[config.mk]
export PLATFORM = sky130hd
export DESIGN_NAME = valid_replayer
export DESIGN_NICKNAME = d
export VERILOG_FILES = /design/src/hdl/replay_trace_pkg.sv /design/src/hdl/happen_before_pkg.sv /design/src/hdl/replay_skid_buffer.sv /design/src/hdl/happen_before_gate.sv /design/src/hdl/valid_replayer.sv
export VERILOG_INCLUDE_DIRS = /design/src /design/src/include
export SDC_FILE = /design/constraint.sdc
export NUM_CORES = 1
export LEC_CHECK = 0
export BUFFER_PORTS_ARGS = -buffer_cell sky130_fd_sc_hd__buf_2
export CORE_MARGIN = 2
export CORE_UTILIZATION = 60
export CTS_BUF_LIST = sky130_fd_sc_hd__clkbuf_4 sky130_fd_sc_hd__clkbuf_8
export DETAILED_ROUTE_END_ITERATION = 8
export MAX_ROUTING_LAYER = met4
export PLACE_DENSITY = 0.85
export SETUP_SLACK_MARGIN = 0.02
export SLEW_MARGIN = 20
export SYNTH_ARGS = -nofsm -noshare
export SYNTH_HDL_FRONTEND = slang
export SYNTH_HIERARCHICAL = 1
export SYNTH_SLANG_ARGS = --single-unit
[constraint.sdc]
create_clock -name clk -period 4.89 [get_ports clk]
set_input_delay 0.978 -clock clk [delete_from_list [all_inputs] [get_ports clk]]
set_output_delay 0.978 -clock clk [all_outputs]
set_load 0.02 [all_outputs]
[src/include/replay_defines.svh]
////////////////////////////////////////////////////////////////////////////
// valid replayer sizing, with widths, channel count, buffer depths
// and the width of the happen-before difference counters
////////////////////////////////////////////////////////////////////////////
`ifndef REPLAY_DEFINES_SVH
`define REPLAY_DEFINES_SVH

// data beat carried with logb
`define RPL_DATA_WIDTH 16
// log-end channels summed over all recorded interfaces
`define RPL_LOGE_CHANNEL_CNT 4

// slots in the replay skid buffer
`define RPL_FIFO_DEPTH 2
// register stages the almost-full passes on its way upstream
`define RPL_PIPE_DEPTH 2

// worst runtime vs replay gap seen on one channel
// the extra 3 covers the decoder merge tree and its output queue
`define RPL_ON_THE_FLY_CNT (`RPL_FIFO_DEPTH + `RPL_PIPE_DEPTH + 3)

// wrapping two's complement counter
// any two counts closer than half the circle compare correctly,
// so twice the gap is enough range
`define RPL_PKT_CNT_WIDTH $clog2(2 * `RPL_ON_THE_FLY_CNT)

`endif

[src/hdl/replay_trace_pkg.sv]
////////////////////////////////////////////////////////////////////////////
// trace side types for the valid replayer
////////////////////////////////////////////////////////////////////////////
`default_nettype none

`include "replay_defines.svh"

package replay_trace_pkg;

  // one logb beat as recorded
  typedef logic [`RPL_DATA_WIDTH-1:0] data_t;

  // log-end events, one bit per channel
  typedef logic [`RPL_LOGE_CHANNEL_CNT-1:0] loge_mask_t;

  // skid buffer occupancy
  //   EMPTY  nothing held
  //   BUSY   head slot holds an entry
  //   FULL   head and spare slot both hold entries
  // the encoding 2'b11 is never reached
  typedef enum logic [1:0] {
    EMPTY = 2'd0,
    BUSY  = 2'd1,
    FULL  = 2'd2
  } buf_state_e;

endpackage : replay_trace_pkg

`default_nettype wire

[src/hdl/happen_before_pkg.sv]
////////////////////////////////////////////////////////////////////////////
// counter side types for happen-before enforcement
////////////////////////////////////////////////////////////////////////////
`default_nettype none

`include "replay_defines.svh"

package happen_before_pkg;

  // runtime count minus replay count, wraps modulo 2**width
  typedef logic [`RPL_PKT_CNT_WIDTH-1:0] pkt_diff_t;

  // one difference per log-end channel
  typedef pkt_diff_t pkt_diff_arr_t [`RPL_LOGE_CHANNEL_CNT];

  // msb of a difference, set means runtime is still behind
  localparam int unsigned PKT_SIGN_BIT = `RPL_PKT_CNT_WIDTH - 1;

  // collected sign bits, one per channel
  typedef logic [`RPL_LOGE_CHANNEL_CNT-1:0] diff_sign_t;

endpackage : happen_before_pkg

`default_nettype wire

[src/hdl/replay_skid_buffer.sv]
////////////////////////////////////////////////////////////////////////////
// two slot skid buffer for replay trace entries, keeps the head slot
// and reports when it loads so the counters can follow
////////////////////////////////////////////////////////////////////////////
`timescale 1ns/1ns
`default_nettype none

module replay_skid_buffer (
  input  logic                         clk,
  input  logic                         rstn,
  // trace entries
  input  logic                         i_in_valid,
  input  logic                         i_logb_valid,
  input  replay_trace_pkg::data_t      i_logb_data,
  input  replay_trace_pkg::loge_mask_t i_loge_valid,
  output logic                         o_in_ready,
  // output handshake, watched to know when the head is consumed
  input  logic                         i_out_ready,
  input  logic                         i_out_valid,
  // head slot toward the gate and the downstream port
  output replay_trace_pkg::data_t      o_head_data,
  output logic                         o_head_load,
  output replay_trace_pkg::loge_mask_t o_head_loge,
  output logic                         o_head_logb_next,
  output logic                         o_head_busy_next
);
  import replay_trace_pkg::*;

  buf_state_e state_q;
  buf_state_e state_next;

  // handshake events
  logic insert;
  logic pop_logb;
  logic pop_loge;
  logic pop;
  logic fill;

  // head slot, data flag is kept apart since the gate needs it early
  logic       head_logb_q;
  logic       head_from_spare;
  logic       head_logb_in;
  data_t      head_data_in;

  // spare slot, only meaningful while FULL
  logic       spare_logb_q;
  data_t      spare_data_q;
  loge_mask_t spare_loge_q;

  ////////////////////////////////////////////////////////////////////////////
  // handshake events
  ////////////////////////////////////////////////////////////////////////////

  assign insert = i_in_valid && o_in_ready;

  // data beat taken downstream
  assign pop_logb = i_out_valid && i_out_ready;
  // head without data only carries log-ends, gone after one cycle
  assign pop_loge = (state_q != EMPTY) && !head_logb_q;
  assign pop = pop_logb || pop_loge;

  ////////////////////////////////////////////////////////////////////////////
  // occupancy FSM
  ////////////////////////////////////////////////////////////////////////////

  // EMPTY -> BUSY on load
  // BUSY  -> FULL on fill (insert, no pop)
  // BUSY  -> BUSY on flow (insert and pop) or idle
  // BUSY  -> EMPTY on unload (pop, no insert)
  // FULL  -> BUSY on flush, spare moves into head
  always_comb begin
    state_next = state_q;
    case (state_q)
      EMPTY: begin
        if (insert) begin
          state_next = BUSY;
        end
      end
      BUSY: begin
        if (insert && !pop) begin
          state_next = FULL;
        end else if (!insert && pop) begin
          state_next = EMPTY;
        end
      end
      FULL: begin
        // in_ready is low here, so no insert can race the flush
        if (!insert && pop) begin
          state_next = BUSY;
        end
      end
      default: begin
        state_next = EMPTY;
      end
    endcase
  end

  always_ff @(posedge clk) begin
    if (!rstn) begin
      state_q <= EMPTY;
    end else begin
      state_q <= state_next;
    end
  end

  ////////////////////////////////////////////////////////////////////////////
  // slot movement
  ////////////////////////////////////////////////////////////////////////////

  // second entry arrives while the head is still waiting
  assign fill = (state_q == BUSY) && (state_next == FULL);

  // head reloads on load, flow and flush
  assign o_head_load = (state_next == BUSY) && ((state_q == FULL) || insert);

  // flush takes the spare, load and flow take the input
  assign head_from_spare = (state_q == FULL);
  assign head_logb_in    = head_from_spare ? spare_logb_q : i_logb_valid;
  assign head_data_in    = head_from_spare ? spare_data_q : i_logb_data;
  assign o_head_loge     = head_from_spare ? spare_loge_q : i_loge_valid;

  always_ff @(posedge clk) begin
    if (fill) begin
      spare_logb_q <= i_logb_valid;
      spare_data_q <= i_logb_data;
      spare_loge_q <= i_loge_valid;
    end
  end

  always_ff @(posedge clk) begin
    if (o_head_load) begin
      o_head_data <= head_data_in;
    end
  end

  // data flag of the head as it will be next cycle
  // stale in EMPTY, but busy_next masks it there
  assign o_head_logb_next = o_head_load ? head_logb_in : head_logb_q;
  assign o_head_busy_next = (state_next != EMPTY);

  always_ff @(posedge clk) begin
    if (!rstn) begin
      head_logb_q <= 1'b0;
    end else begin
      head_logb_q <= o_head_logb_next;
    end
  end

  // registered ready, low for the whole FULL stay
  always_ff @(posedge clk) begin
    if (!rstn) begin
      o_in_ready <= 1'b0;
    end else begin
      o_in_ready <= (state_next != FULL);
    end
  end

endmodule : replay_skid_buffer

`default_nettype wire

[src/hdl/happen_before_gate.sv]
////////////////////////////////////////////////////////////////////////////
// happen-before gate, per channel runtime minus replay counters that
// decide the registered output valid
////////////////////////////////////////////////////////////////////////////
`timescale 1ns/1ns
`default_nettype none

`include "replay_defines.svh"

module happen_before_gate (
  input  logic                         clk,
  input  logic                         rstn,
  // runtime log-end pulses, no back-pressure
  input  replay_trace_pkg::loge_mask_t i_rt_loge_valid,
  // head slot events from the skid buffer
  input  logic                         i_head_load,
  input  replay_trace_pkg::loge_mask_t i_head_loge,
  input  logic                         i_head_logb_next,
  input  logic                         i_head_busy_next,
  // registered valid toward the output port
  output logic                         o_out_valid
);
  import happen_before_pkg::*;

  // diff_q holds runtime minus replay up to this cycle
  // diff_next adds this cycle's runtime pulses and the head being loaded
  pkt_diff_arr_t diff_q;
  pkt_diff_arr_t diff_next;
  diff_sign_t    sign_next;
  logic          ok_to_replay;

  ////////////////////////////////////////////////////////////////////////////
  // difference counters
  ////////////////////////////////////////////////////////////////////////////

  // the replay count includes the entry entering the head, because the
  // log-ends of an entry were packed with its own data beat at record time
  //
  // the counters wrap freely, only the sign bit is read
  // stimulus keeps every gap inside the on-the-fly bound, which is what
  // keeps the sign honest
  always_comb begin
    for (int c = 0; c < `RPL_LOGE_CHANNEL_CNT; c++) begin
      diff_next[c] = diff_q[c] + pkt_diff_t'(i_rt_loge_valid[c]);
      if (i_head_load) begin
        diff_next[c] = diff_next[c] - pkt_diff_t'(i_head_loge[c]);
      end
      // set when runtime is still behind the replay
      sign_next[c] = diff_next[c][PKT_SIGN_BIT];
    end
  end

  always_ff @(posedge clk) begin
    if (!rstn) begin
      for (int c = 0; c < `RPL_LOGE_CHANNEL_CNT; c++) begin
        diff_q[c] <= '0;
      end
    end else begin
      for (int c = 0; c < `RPL_LOGE_CHANNEL_CNT; c++) begin
        diff_q[c] <= diff_next[c];
      end
    end
  end

  ////////////////////////////////////////////////////////////////////////////
  // output valid
  ////////////////////////////////////////////////////////////////////////////

  // every channel has caught up, so the head may go out
  assign ok_to_replay = ~|sign_next;

  // looking one cycle ahead lets out_valid come straight from a flop
  // once high it stays high under back-pressure,
  // runtime counts only grow while the head is held
  always_ff @(posedge clk) begin
    if (!rstn) begin
      o_out_valid <= 1'b0;
    end else begin
      o_out_valid <= i_head_busy_next && i_head_logb_next && ok_to_replay;
    end
  end

endmodule : happen_before_gate

`default_nettype wire

[src/hdl/valid_replayer.sv]
////////////////////////////////////////////////////////////////////////////
// valid replayer top, skid buffer followed by the happen-before gate
////////////////////////////////////////////////////////////////////////////
`timescale 1ns/1ns
`default_nettype none

module valid_replayer (
  input  logic                         clk,
  input  logic                         rstn,
  // replay trace entries
  input  logic                         i_in_valid,
  input  logic                         i_logb_valid,
  input  replay_trace_pkg::data_t      i_logb_data,
  input  replay_trace_pkg::loge_mask_t i_loge_valid,
  output logic                         o_in_ready,
  // runtime log-end pulses
  input  replay_trace_pkg::loge_mask_t i_rt_loge_valid,
  // replayed data toward the design
  output logic                         o_out_valid,
  input  logic                         i_out_ready,
  output replay_trace_pkg::data_t      o_out_data
);
  import replay_trace_pkg::*;

  // head slot events between the stages
  logic       head_load;
  loge_mask_t head_loge;
  logic       head_logb_next;
  logic       head_busy_next;

  // entry storage and head bookkeeping
  // out_valid from the gate feeds back here to pop the head
  replay_skid_buffer skid_buffer_i (
    .clk              (clk),
    .rstn             (rstn),
    .i_in_valid       (i_in_valid),
    .i_logb_valid     (i_logb_valid),
    .i_logb_data      (i_logb_data),
    .i_loge_valid     (i_loge_valid),
    .o_in_ready       (o_in_ready),
    .i_out_ready      (i_out_ready),
    .i_out_valid      (o_out_valid),
    .o_head_data      (o_out_data),
    .o_head_load      (head_load),
    .o_head_loge      (head_loge),
    .o_head_logb_next (head_logb_next),
    .o_head_busy_next (head_busy_next)
  );

  // per channel ordering check against runtime
  happen_before_gate hb_gate_i (
    .clk              (clk),
    .rstn             (rstn),
    .i_rt_loge_valid  (i_rt_loge_valid),
    .i_head_load      (head_load),
    .i_head_loge      (head_loge),
    .i_head_logb_next (head_logb_next),
    .i_head_busy_next (head_busy_next),
    .o_out_valid      (o_out_valid)
  );

endmodule : valid_replayer

`default_nettype wire

* Yosys cells after proc, flatten, opt, wreduce, memory -nomap -nowiden *
Memories as Yosys holds them, arrays and structs flattened.
Cells that the tools add are included.

cells by class
  add/subtract/negate cells = 8
  eq/ne operators = 5
  mux-type cells = 19
  bitwise operators = 4
  reductions and logical operators = 19

operator list
  kind                                                              count
  4-bit two-way mux                                                 9
  4-bit by 1-bit adder with 4-bit output                            4
  16-bit two-way mux                                                1
  4-bit by 1-bit subtractor with 4-bit output                       4
  1-bit logical AND                                                 9
  2-bit two-way mux                                                 4
  2-bit one-hot mux with 3 select lines                             1
  2-bit by 1-bit == test with 1-bit output (second input constant)  2
  2-bit == test (second input constant)                             2
  1-bit zero test                                                   4
  1-bit two-way mux                                                 4
  1-bit bitwise OR                                                  4
  2-bit nonzero test                                                2
  4-bit OR reduction                                                1
  2-bit zero test                                                   1
  1-bit logical OR                                                  2
  2-bit inequality test (second input constant)                     1

word-level totals
  register bits = 42
  RAM bits = 16
  output and inout bits = 18
  memories = 1

memory list
  name              words  bits a word  read ports  clocked after memory_dff  write ports  line                      RTL
  hb_gate_i.diff_q  4      4            4           0                         4            happen_before_gate.sv:27  pkt_diff_arr_t diff_q;

* Depth between registers and ports, before layout *
Gate-level depths: netlist of the first run.

  depth in word-level cells = 13
  depth in mapped cells = 10
  depth with buffers taken out = 9

* By module *
The synthesis of the first run kept the hierarchy.

modules (own cells, without submodules)
  module              times used  cells each  area each (sq um)  seq. area each (sq um)
  replay_skid_buffer  1           131         1631.6             1191.1
  happen_before_gate  1           113         1097.3             340.3

* Worst setup path after synthesis of the first run *
Ideal clock, no wire load.

  kind = input-to-reg
  start = input i_out_ready
  end = register hb_gate_i.o_out_valid
  arrival time = 3086 ps
  required time = 4802 ps
  slack = 1716 ps
  stages = 9
  path buffers = 1
  path through = a21boi_4 > and2_4 > o32ai_4 > buf_6 > nand3b_4 > a211o_1 > o311ai_1 > mux2_4 > nor4_2

between the ends
  word-level cells in the longest chain between the ends = 12

ends and longest elaborated chain
  item                                                    line                                                                          RTL
  start: declaration                                      valid_replayer.sv:20                                                          input logic i_out_ready,
  1-bit logical AND (*)                                   replay_skid_buffer.sv:57                                                      assign pop_logb = i_out_valid && i_out_ready;
  1-bit logical OR (*)                                    replay_skid_buffer.sv:60                                                      assign pop = pop_logb || pop_loge;
  1-bit logical AND or 1-bit zero test (tied branches)    replay_skid_buffer.sv:82, replay_skid_buffer.sv:88, replay_skid_buffer.sv:80
  2-bit two-way mux or 1-bit logical AND (tied branches)  replay_skid_buffer.sv:82, replay_skid_buffer.sv:80
  2-bit two-way mux                                       replay_skid_buffer.sv:80                                                      if (insert && !pop) begin
  2-bit one-hot mux with 3 select lines (*)               replay_skid_buffer.sv:73                                                      case (state_q)
  2-bit by 1-bit == test with 1-bit output (*)            replay_skid_buffer.sv:114                                                     assign o_head_load = (state_next == BUSY) && ((state_q == FULL) || insert);
  1-bit logical AND (*)                                   replay_skid_buffer.sv:114
  via head_load                                           valid_replayer.sv:26                                                          logic head_load;
  4-bit two-way mux                                       happen_before_gate.sv:45                                                      if (i_head_load) begin
  4-bit OR reduction                                      happen_before_gate.sv:70                                                      assign ok_to_replay = ~|sign_next;
  1-bit zero test                                         happen_before_gate.sv:70
  1-bit logical AND (*)                                   happen_before_gate.sv:79                                                      o_out_valid <= i_head_busy_next && i_head_logb_next && ok_to_replay;
  end signal: assignment                                  happen_before_gate.sv:79
  end: declaration                                        happen_before_gate.sv:21                                                      output logic o_out_valid

The timed path passes the listed nets; every way through them passes the cells marked *.
A chain may end at the register's enable or synchronous reset.

* Final worst setup path of the first run *
Ends and elaborated chain as after synthesis.

==> flow_summary_export.csv, run 1 <==
group,metric,value,unit
run_status,status,"finished clean",
die,start_util,62.67,%
clocking,tritoncts,"built",
die,rows,24,
clocking,htree_levels,3,
yosys,yosysWarnings,6,
worst_setup_path,critPathKind,"in2reg",
sta,slew_viol_final,0,
grt,grt_use_total,21.45,%
die,ioPinCount,47,
drt,wirelength,4.955,mm
clocking,clkTransAtPathRegs,0.06,ns
yosys,synthArstFlopShare,0,%
sta,min_period_over_period,61.33,%
drt,first_iter_violations,122,
drt,num_vias,1951,
clocking,cts_hold_buf,0,
sta,fin_skew,0.009799,ns
worst_setup_path,arrival,3.24,ns
yosys,ys_ff_latch,58,
drt,viasPerCell,5.543,
placed_design,port_buffers,46,
yosys,synthesis.area,2729,µm²
yosys,synthSimpleGateAreaFrac,19.26,%
die,core,4354,µm²
grt,overflow,0,
grt,antenna_found_initial,0,
sta,period_needed,2.999,ns
yosys,synthXorXnorAreaFrac,3.210,%
yosys,synth_area_leaders,"edfxtp_1 (41%), dfxtp_1 (15%), nand2_1 (10%)",
yosys,synth_top_area_share,40.72,%
clocking,cts_made_buffers,9,
yosys,netlist-cell-type-count,42,
min_path,hold_path_class,"reg2reg",
placed_design,post_dp_cell_area,2997,µm²
yosys,ys.flop_type,"edfxtp_1",
placed_design,gp_congestion,0.7834,
worst_setup_path,crit-reg2reg-capture,"hb_gate_i/o_out_valid$_SDFF_PN0_",
clocking,clock_latency,0.33,ns
clocking,cts_buffer_depth,2,
die,die_y,71.44,µm
worst_setup_path,cp-end-kind,"register",
sta,setup_tns,0,ns
finish,syn_to_final_growth,16.83,%
yosys,synth_area_leader_cell,"edfxtp_1",
sta,finalHoldViolCount,0,
yosys,syn_inst,244,
worst_setup_path,reg2reg_slack,2.21,ns
drt,drt.antenna.violating_nets,0,
finish,antenna_cells,0,
worst_setup_path,cp_max_fo,33,
finish,post-route-util,73.22,%
die,design.die.area,5104,µm²
sta,worstMarginPinSlew,0.6659,ns
clocking,postCtsSetupRepairBufs,0,
worst_setup_path,timing.rr.start,"hb_gate_i/o_out_valid$_SDFF_PN0_",
worst_setup_path,worstRegToRegCells,9,
grt,grt_pass1_vias,1896,
worst_setup_path,worstSetupEndpoint,"hb_gate_i/o_out_valid$_SDFF_PN0_",
grt,grt_max_degree,34,
yosys,synth_compound_area_share,9.354,%
sta,rsz0062_at_grt,"false",
worst_setup_path,required,5.13,ns
worst_setup_path,crit_start,"i_out_ready",
clocking,cts_root_buf,"clkbuf_8",
power,peakVddDrop,0.2268,mV
drt,drc_errors,0,
clocking,clock_sinks,58,
finish,postLayoutCellArea,3188,µm²
grt,grt_pass1_wl,8.135,mm
clocking,cts_resized,0,
job,max_cap_violations,0,
yosys,synth_edf_count,37,
yosys,avgSynthCellArea,11.18,µm²
yosys,synth_nets,289,
finish,fillers,303,
drt,avgRoutedWirePerCell,14.08,µm
sta,maxSlewHeadroom,55.60,%
drt,dr.pass1.iters,4,
power,power.leakage,1.447,nW
finish,final_nets,340,
sta,clock.fmax,333.5,MHz
finish,layout-drive-gt1-share,25.00,%
die,die_w,71.44,µm
yosys,yosysSeqAreaShare,56.12,%
power,power.density,352.8,nW/µm²
yosys,synth_top_family_by_area,"simple AND/OR/NAND/NOR gates",
yosys,synth.area.mux_share,1.651,%
worst_setup_path,startpoint_type,"input port",
sta,setup_viol_count_final,0,
yosys,synthAdderAreaFrac,7.336,%
placed_design,dp_hpwl,3.445,mm
[cell usage in the layout (no fill, tap or decap), drive strengths merged, types with 8 or more instances in the layout]
master,synthesis,routed
clkbuf,3,12
ha,16,16
and2,10,10
dfxtp,21,21
xor2,8,8
a21oi,10,10
inv,11,11
edfxtp,37,37
buf,5,48
nand2,74,74
[area by class of cell]
| class | instances | area, µm² | share of cell area [%] |
|---|---|---|---|
| multi-input cells | 167 | 1114 | 34.93 |
| clock inverters | 4 | 45.04 | 1.413 |
| inverters | 11 | 41.29 | 1.295 |
| clock buffers | 12 | 146.4 | 4.592 |
| repair buffers | 48 | 245.2 | 7.692 |
| well taps | 52 | 65.06 | 2.041 |
| flip-flops and latches | 58 | 1531 | 48.04 |
[cells in the mapped netlist (2+ instances only)]
cell type / instances
a211o_1: 2
a21oi_1: 10
and2_1: 8
and3b_1: 4
buf_2: 4
clkbuf_1: 3
dfxtp_1: 21
edfxtp_1: 37
ha_1: 16
inv_1: 11
mux2i_1: 3
nand2_1: 73
nand2b_1: 3
nand3_1: 4
nand4b_1: 3
nor2_1: 3
nor4_1: 2
o211a_1: 5
xnor2_1: 2
xor2_1: 8
[state kept, by name, indices dropped and copies added, names as in the netlist]
name                        flops
skid_buffer_i/head_logb_q       1
skid_buffer_i/o_head_data      16
hb_gate_i/diff_q               16
skid_buffer_i/o_in_ready        1
skid_buffer_i/spare_logb_q      1
skid_buffer_i/spare_data_q     16
skid_buffer_i/state_q           2
skid_buffer_i/spare_loge_q      4
hb_gate_i/o_out_valid           1
[where the power goes]
group          internal [W]  total [W]  leakage (nW)  switching, W
Sequential         0.000546   0.000558         0.511     0.0000123
Clock              0.000250   0.000421         0.104      0.000172
Combinational     0.0000648   0.000145         0.831     0.0000804
[worst min-delay path by stage]
stage	start	end	slack, ns	depth (start not counted)
2_1_floorplan	skid_buffer_i/state_q[0]$_SDFF_PN0_	skid_buffer_i/state_q[0]$_SDFF_PN0_	0.46	1
3_3_place_gp	skid_buffer_i/spare_data_q[8]$_DFFE_PP_	skid_buffer_i/o_head_data[8]$_DFFE_PP_	0.49	2
3_5_place_dp	skid_buffer_i/spare_data_q[9]$_DFFE_PP_	skid_buffer_i/o_head_data[9]$_DFFE_PP_	0.49	2
4_1_cts	skid_buffer_i/spare_data_q[13]$_DFFE_PP_	skid_buffer_i/o_head_data[13]$_DFFE_PP_	0.51	2
5_1_grt	skid_buffer_i/spare_data_q[13]$_DFFE_PP_	skid_buffer_i/o_head_data[13]$_DFFE_PP_	0.54	2
6_report	skid_buffer_i/spare_data_q[6]$_DFFE_PP_	skid_buffer_i/o_head_data[6]$_DFFE_PP_	0.51	2
[routing by layer]
metal	up-vias	global-route usage [%]	wire, µm
met5	-	-	0
met4	0	9.224	97
met3	11	5.767	253
met2	62	35.70	2408
met1	916	24.39	2196
li1	962	-	-
[critical path: stages]
cell and delay, ns:
buf_2 0.10, a21boi_4 0.05, and2_4 0.18, o32ai_4 0.61, buf_4 0.48, nand4b_1 0.17, xor2_1 0.19, a21oi_1 0.17
xnor2_1 0.11, nor4_2 0.19
[cell families (layout without fill, tap and decap cells)]
group / count (synthesis) / after routing
AOI/OAI and AO/OA: 29 / 29
xor gates and xnor gates: 10 / 10
adders and majority gates: 16 / 16
buffers and inverters: 19 / 75
DFF: 58 / 58
muxes: 4 / 4
and+or+nand+nor: 108 / 108
[through the flow]
step	worst slack [ns]	hold slack [ns]	cells	total power (W)
after floorplan	1.716	0.4629	244	0.0006710
after global placement	1.596	0.4865	336	0.0007066
after detailed placement	1.530	0.4945	336	0.0007151
after CTS	1.879	0.5114	352	0.001137
after global routing	1.747	0.5412	352	0.001176
final	1.891	0.5102	352	0.001125
(Power assumes the default switching activity.)
==> run 2: changes to the inputs <==
--- a/config.mk
+++ b/config.mk
@@ -8,11 +8,11 @@
 export LEC_CHECK = 0
 export BUFFER_PORTS_ARGS = -buffer_cell sky130_fd_sc_hd__buf_2
 export CORE_MARGIN = 2
-export CORE_UTILIZATION = 60
+export CORE_UTILIZATION = 52
 export CTS_BUF_LIST = sky130_fd_sc_hd__clkbuf_4 sky130_fd_sc_hd__clkbuf_8
 export DETAILED_ROUTE_END_ITERATION = 8
 export MAX_ROUTING_LAYER = met4
-export PLACE_DENSITY = 0.85
+export PLACE_DENSITY = 0.78
 export SETUP_SLACK_MARGIN = 0.02
 export SLEW_MARGIN = 20
 export SYNTH_ARGS = -nofsm -noshare
==> constraint.sdc (replaced) <==
create_clock -name clk -period 2.6 [get_ports clk]
set_input_delay 0.52 -clock clk [delete_from_list [all_inputs] [get_ports clk]]
set_output_delay 0.52 -clock clk [all_outputs]
set_load 0.02 [all_outputs]
==> run 2 against run 1 <==
Net effect: combinational power is 90% higher; via count decreased by 2.3%; clock skew is 0.0034 ns lower; hold slack worse by 0.12 ns; setup slack lost 1.6 ns; cell count grew 6.0%; register-to-register slack worse by 1.9 ns; count of clock-buffer cells in the layout shrank 2; cell area up 2.7%; core utilization shrank 8.7 points; clock power rose by 110%.
==> flow_summary_export.csv, run 2 (synthesis results as in run 1) <==
group,metric,value,unit
finish,antenna_cells,0,
drt,drc_errors,0,
placed_design,dp_hpwl,3.696,mm
sta,worstMarginPinSlew,0.5251,ns
finish,top_regs,"hb_gate_i/diff_q (16), skid_buffer_i/o_head_data (16), skid_buffer_i/spare_data_q (16)",
sta,min_period_over_period,88.05,%
clocking,cts_buffer_depth,2,
finish,syn_to_final_growth,19.95,%
min_path,hold_path_class,"in2reg",
clocking,cts_made_buffers,9,
run_status,status,"finished clean",
power,power,0.002205,W
drt,viasPerCell,5.113,
worst_setup_path,required,2.83,ns
placed_design,place_inst,357,
drt,wirelength,5.024,mm
drt,drt.antenna.violating_nets,0,
finish,layout-drive-gt1-share,26.07,%
finish,post-route-util,64.50,%
sta,period_needed,2.289,ns
clocking,tritoncts,"built",
drt,first_iter_violations,83,
worst_setup_path,crit_start,"skid_buffer_i/state_q[1]$_SDFF_PN0_",
worst_setup_path,reg2reg_slack,0.31,ns
worst_setup_path,cp_max_fo,8,
die,core,5075,µm²
finish,final_nets,343,
die,die_y,76.44,µm
die,ioPinCount,47,
sta,setup_viol_count_final,0,
clocking,cts_hold_buf,0,
job,max_cap_violations,0,
finish,fin_cells,373,
grt,grt_max_degree,22,
sta,slew_viol_final,0,
grt,overflow,0,
die,start_util,53.77,%
worst_setup_path,cp-end-kind,"register",
grt,grt_pass1_vias,1857,
clocking,clkTransAtPathRegs,0.06,ns
power,peakVddDrop,0.4432,mV
sta,setup_tns,0,ns
clocking,cts_root_buf,"clkbuf_8",
worst_setup_path,startpoint_type,"register",
sta,finalHoldViolCount,0,
clocking,cts_resized,0,
drt,num_vias,1907,
clocking,htree_levels,3,
placed_design,gp_congestion,0.7959,
grt,grt_pass1_wl,8.273,mm
die,rows,26,
worst_setup_path,crit-reg2reg-capture,"hb_gate_i/o_out_valid$_SDFF_PN0_",
sta,maxSlewHeadroom,64.99,%
sta,clock.fmax,436.8,MHz
worst_setup_path,critPathMaxStageDelay,0.47,ns
finish,final_cell_mix,"nand2_1 (73), buf_2 (46), edfxtp_1 (37)",
worst_setup_path,worstSetupEndpoint,"hb_gate_i/o_out_valid$_SDFF_PN0_",
clocking,clock_sinks,58,
worst_setup_path,critPathKind,"reg2reg",
placed_design,port_buffers,46,
worst_setup_path,worstRegToRegCells,7,
drt,dr.pass1.iters,4,
sta,fin_skew,0.006417,ns
clocking,postCtsSetupRepairBufs,0,
die,design.die.area,5843,µm²
finish,final_common_cell,"nand2_1",
grt,grt_use_total,18.37,%
worst_setup_path,cp_slowest_cell,"dfxtp_1",
grt,antenna_found_initial,0,
power,power.leakage,1.472,nW
die,die_w,76.44,µm
drt,avgRoutedWirePerCell,13.47,µm
worst_setup_path,timing.rr.start,"skid_buffer_i/state_q[1]$_SDFF_PN0_",
clocking,clock_latency,0.32,ns
sta,rsz0062_at_grt,"false",
worst_setup_path,crit_chain,"nand2b_1 > o32ai_4 > nand3b_1 > o2111ai_1 > o311ai_0 > xor2_1 > nor4_2",
power,power.density,673.8,nW/µm²
worst_setup_path,arrival,2.52,ns
[run 2: how the worst min path moves through the flow]
| stage | depth (start not counted) | slack [ns] | end | start |
|---|---|---|---|---|
| after floorplan | 1 | 0.46 | skid_buffer_i/state_q[0]$_SDFF_PN0_ | skid_buffer_i/state_q[0]$_SDFF_PN0_ |
| after global placement | 2 | 0.49 | skid_buffer_i/o_head_data[11]$_DFFE_PP_ | skid_buffer_i/spare_data_q[11]$_DFFE_PP_ |
| after detailed placement | 2 | 0.50 | skid_buffer_i/o_head_data[6]$_DFFE_PP_ | skid_buffer_i/spare_data_q[6]$_DFFE_PP_ |
| after CTS | 1 | 0.38 | skid_buffer_i/spare_data_q[6]$_DFFE_PP_ | i_logb_data[6] |
| after global routing | 1 | 0.38 | skid_buffer_i/spare_data_q[14]$_DFFE_PP_ | i_logb_data[14] |
| final | 1 | 0.39 | skid_buffer_i/spare_data_q[6]$_DFFE_PP_ | i_logb_data[6] |
[run 2: layout make-up]
type | instances | area [µm²]
Sequential cell | 58 | 1533
Inverter | 11 | 41.29
Clock buffer | 10 | 131.4
Timing Repair Buffer | 51 | 267.8
Multi-Input combinational cell | 167 | 1131
Fill cell | 413 | 1802
Clock inverter | 6 | 81.33
Tap cell | 70 | 87.58
[run 2: report_power, final]
part / switching (W) / leakage [nW] / internal, W
clock network: 0.000336 / 0.107 / 0.000543
logic: 0.000151 / 0.853 / 0.000125
registers: 0.0000243 / 0.512 / 0.00103
[run 2: stage by stage]
stage	worst slack [ns]	cell area, µm²	hold WS, ns
after CTS	0.3162	3273	0.3750
final	0.3107	3273	0.3886
after floorplan	0.08587	2748	0.4643
after detailed placement	0.2007	3060	0.4993
after global routing	0.1430	3273	0.3756
after global placement	0.2771	3060	0.4853
[run 2: metal layers]
layer  vias up  GRT usage [%]  share of wire, %
met2        44          30.97                50
met5         -              -                 0
met3         5          3.910               4.1
met1       891          21.44                45
li1        967              -                 -
met4         0          7.455              0.60
[run 2: critical path: cells and delay by family (launching register included)]
family	cells	cell delay, ns
AND/OR/NAND/NOR	3	0.78
AO/OA/AOI/OAI	3	0.74
flip-flops	1	0.47
XOR/XNOR	1	0.20
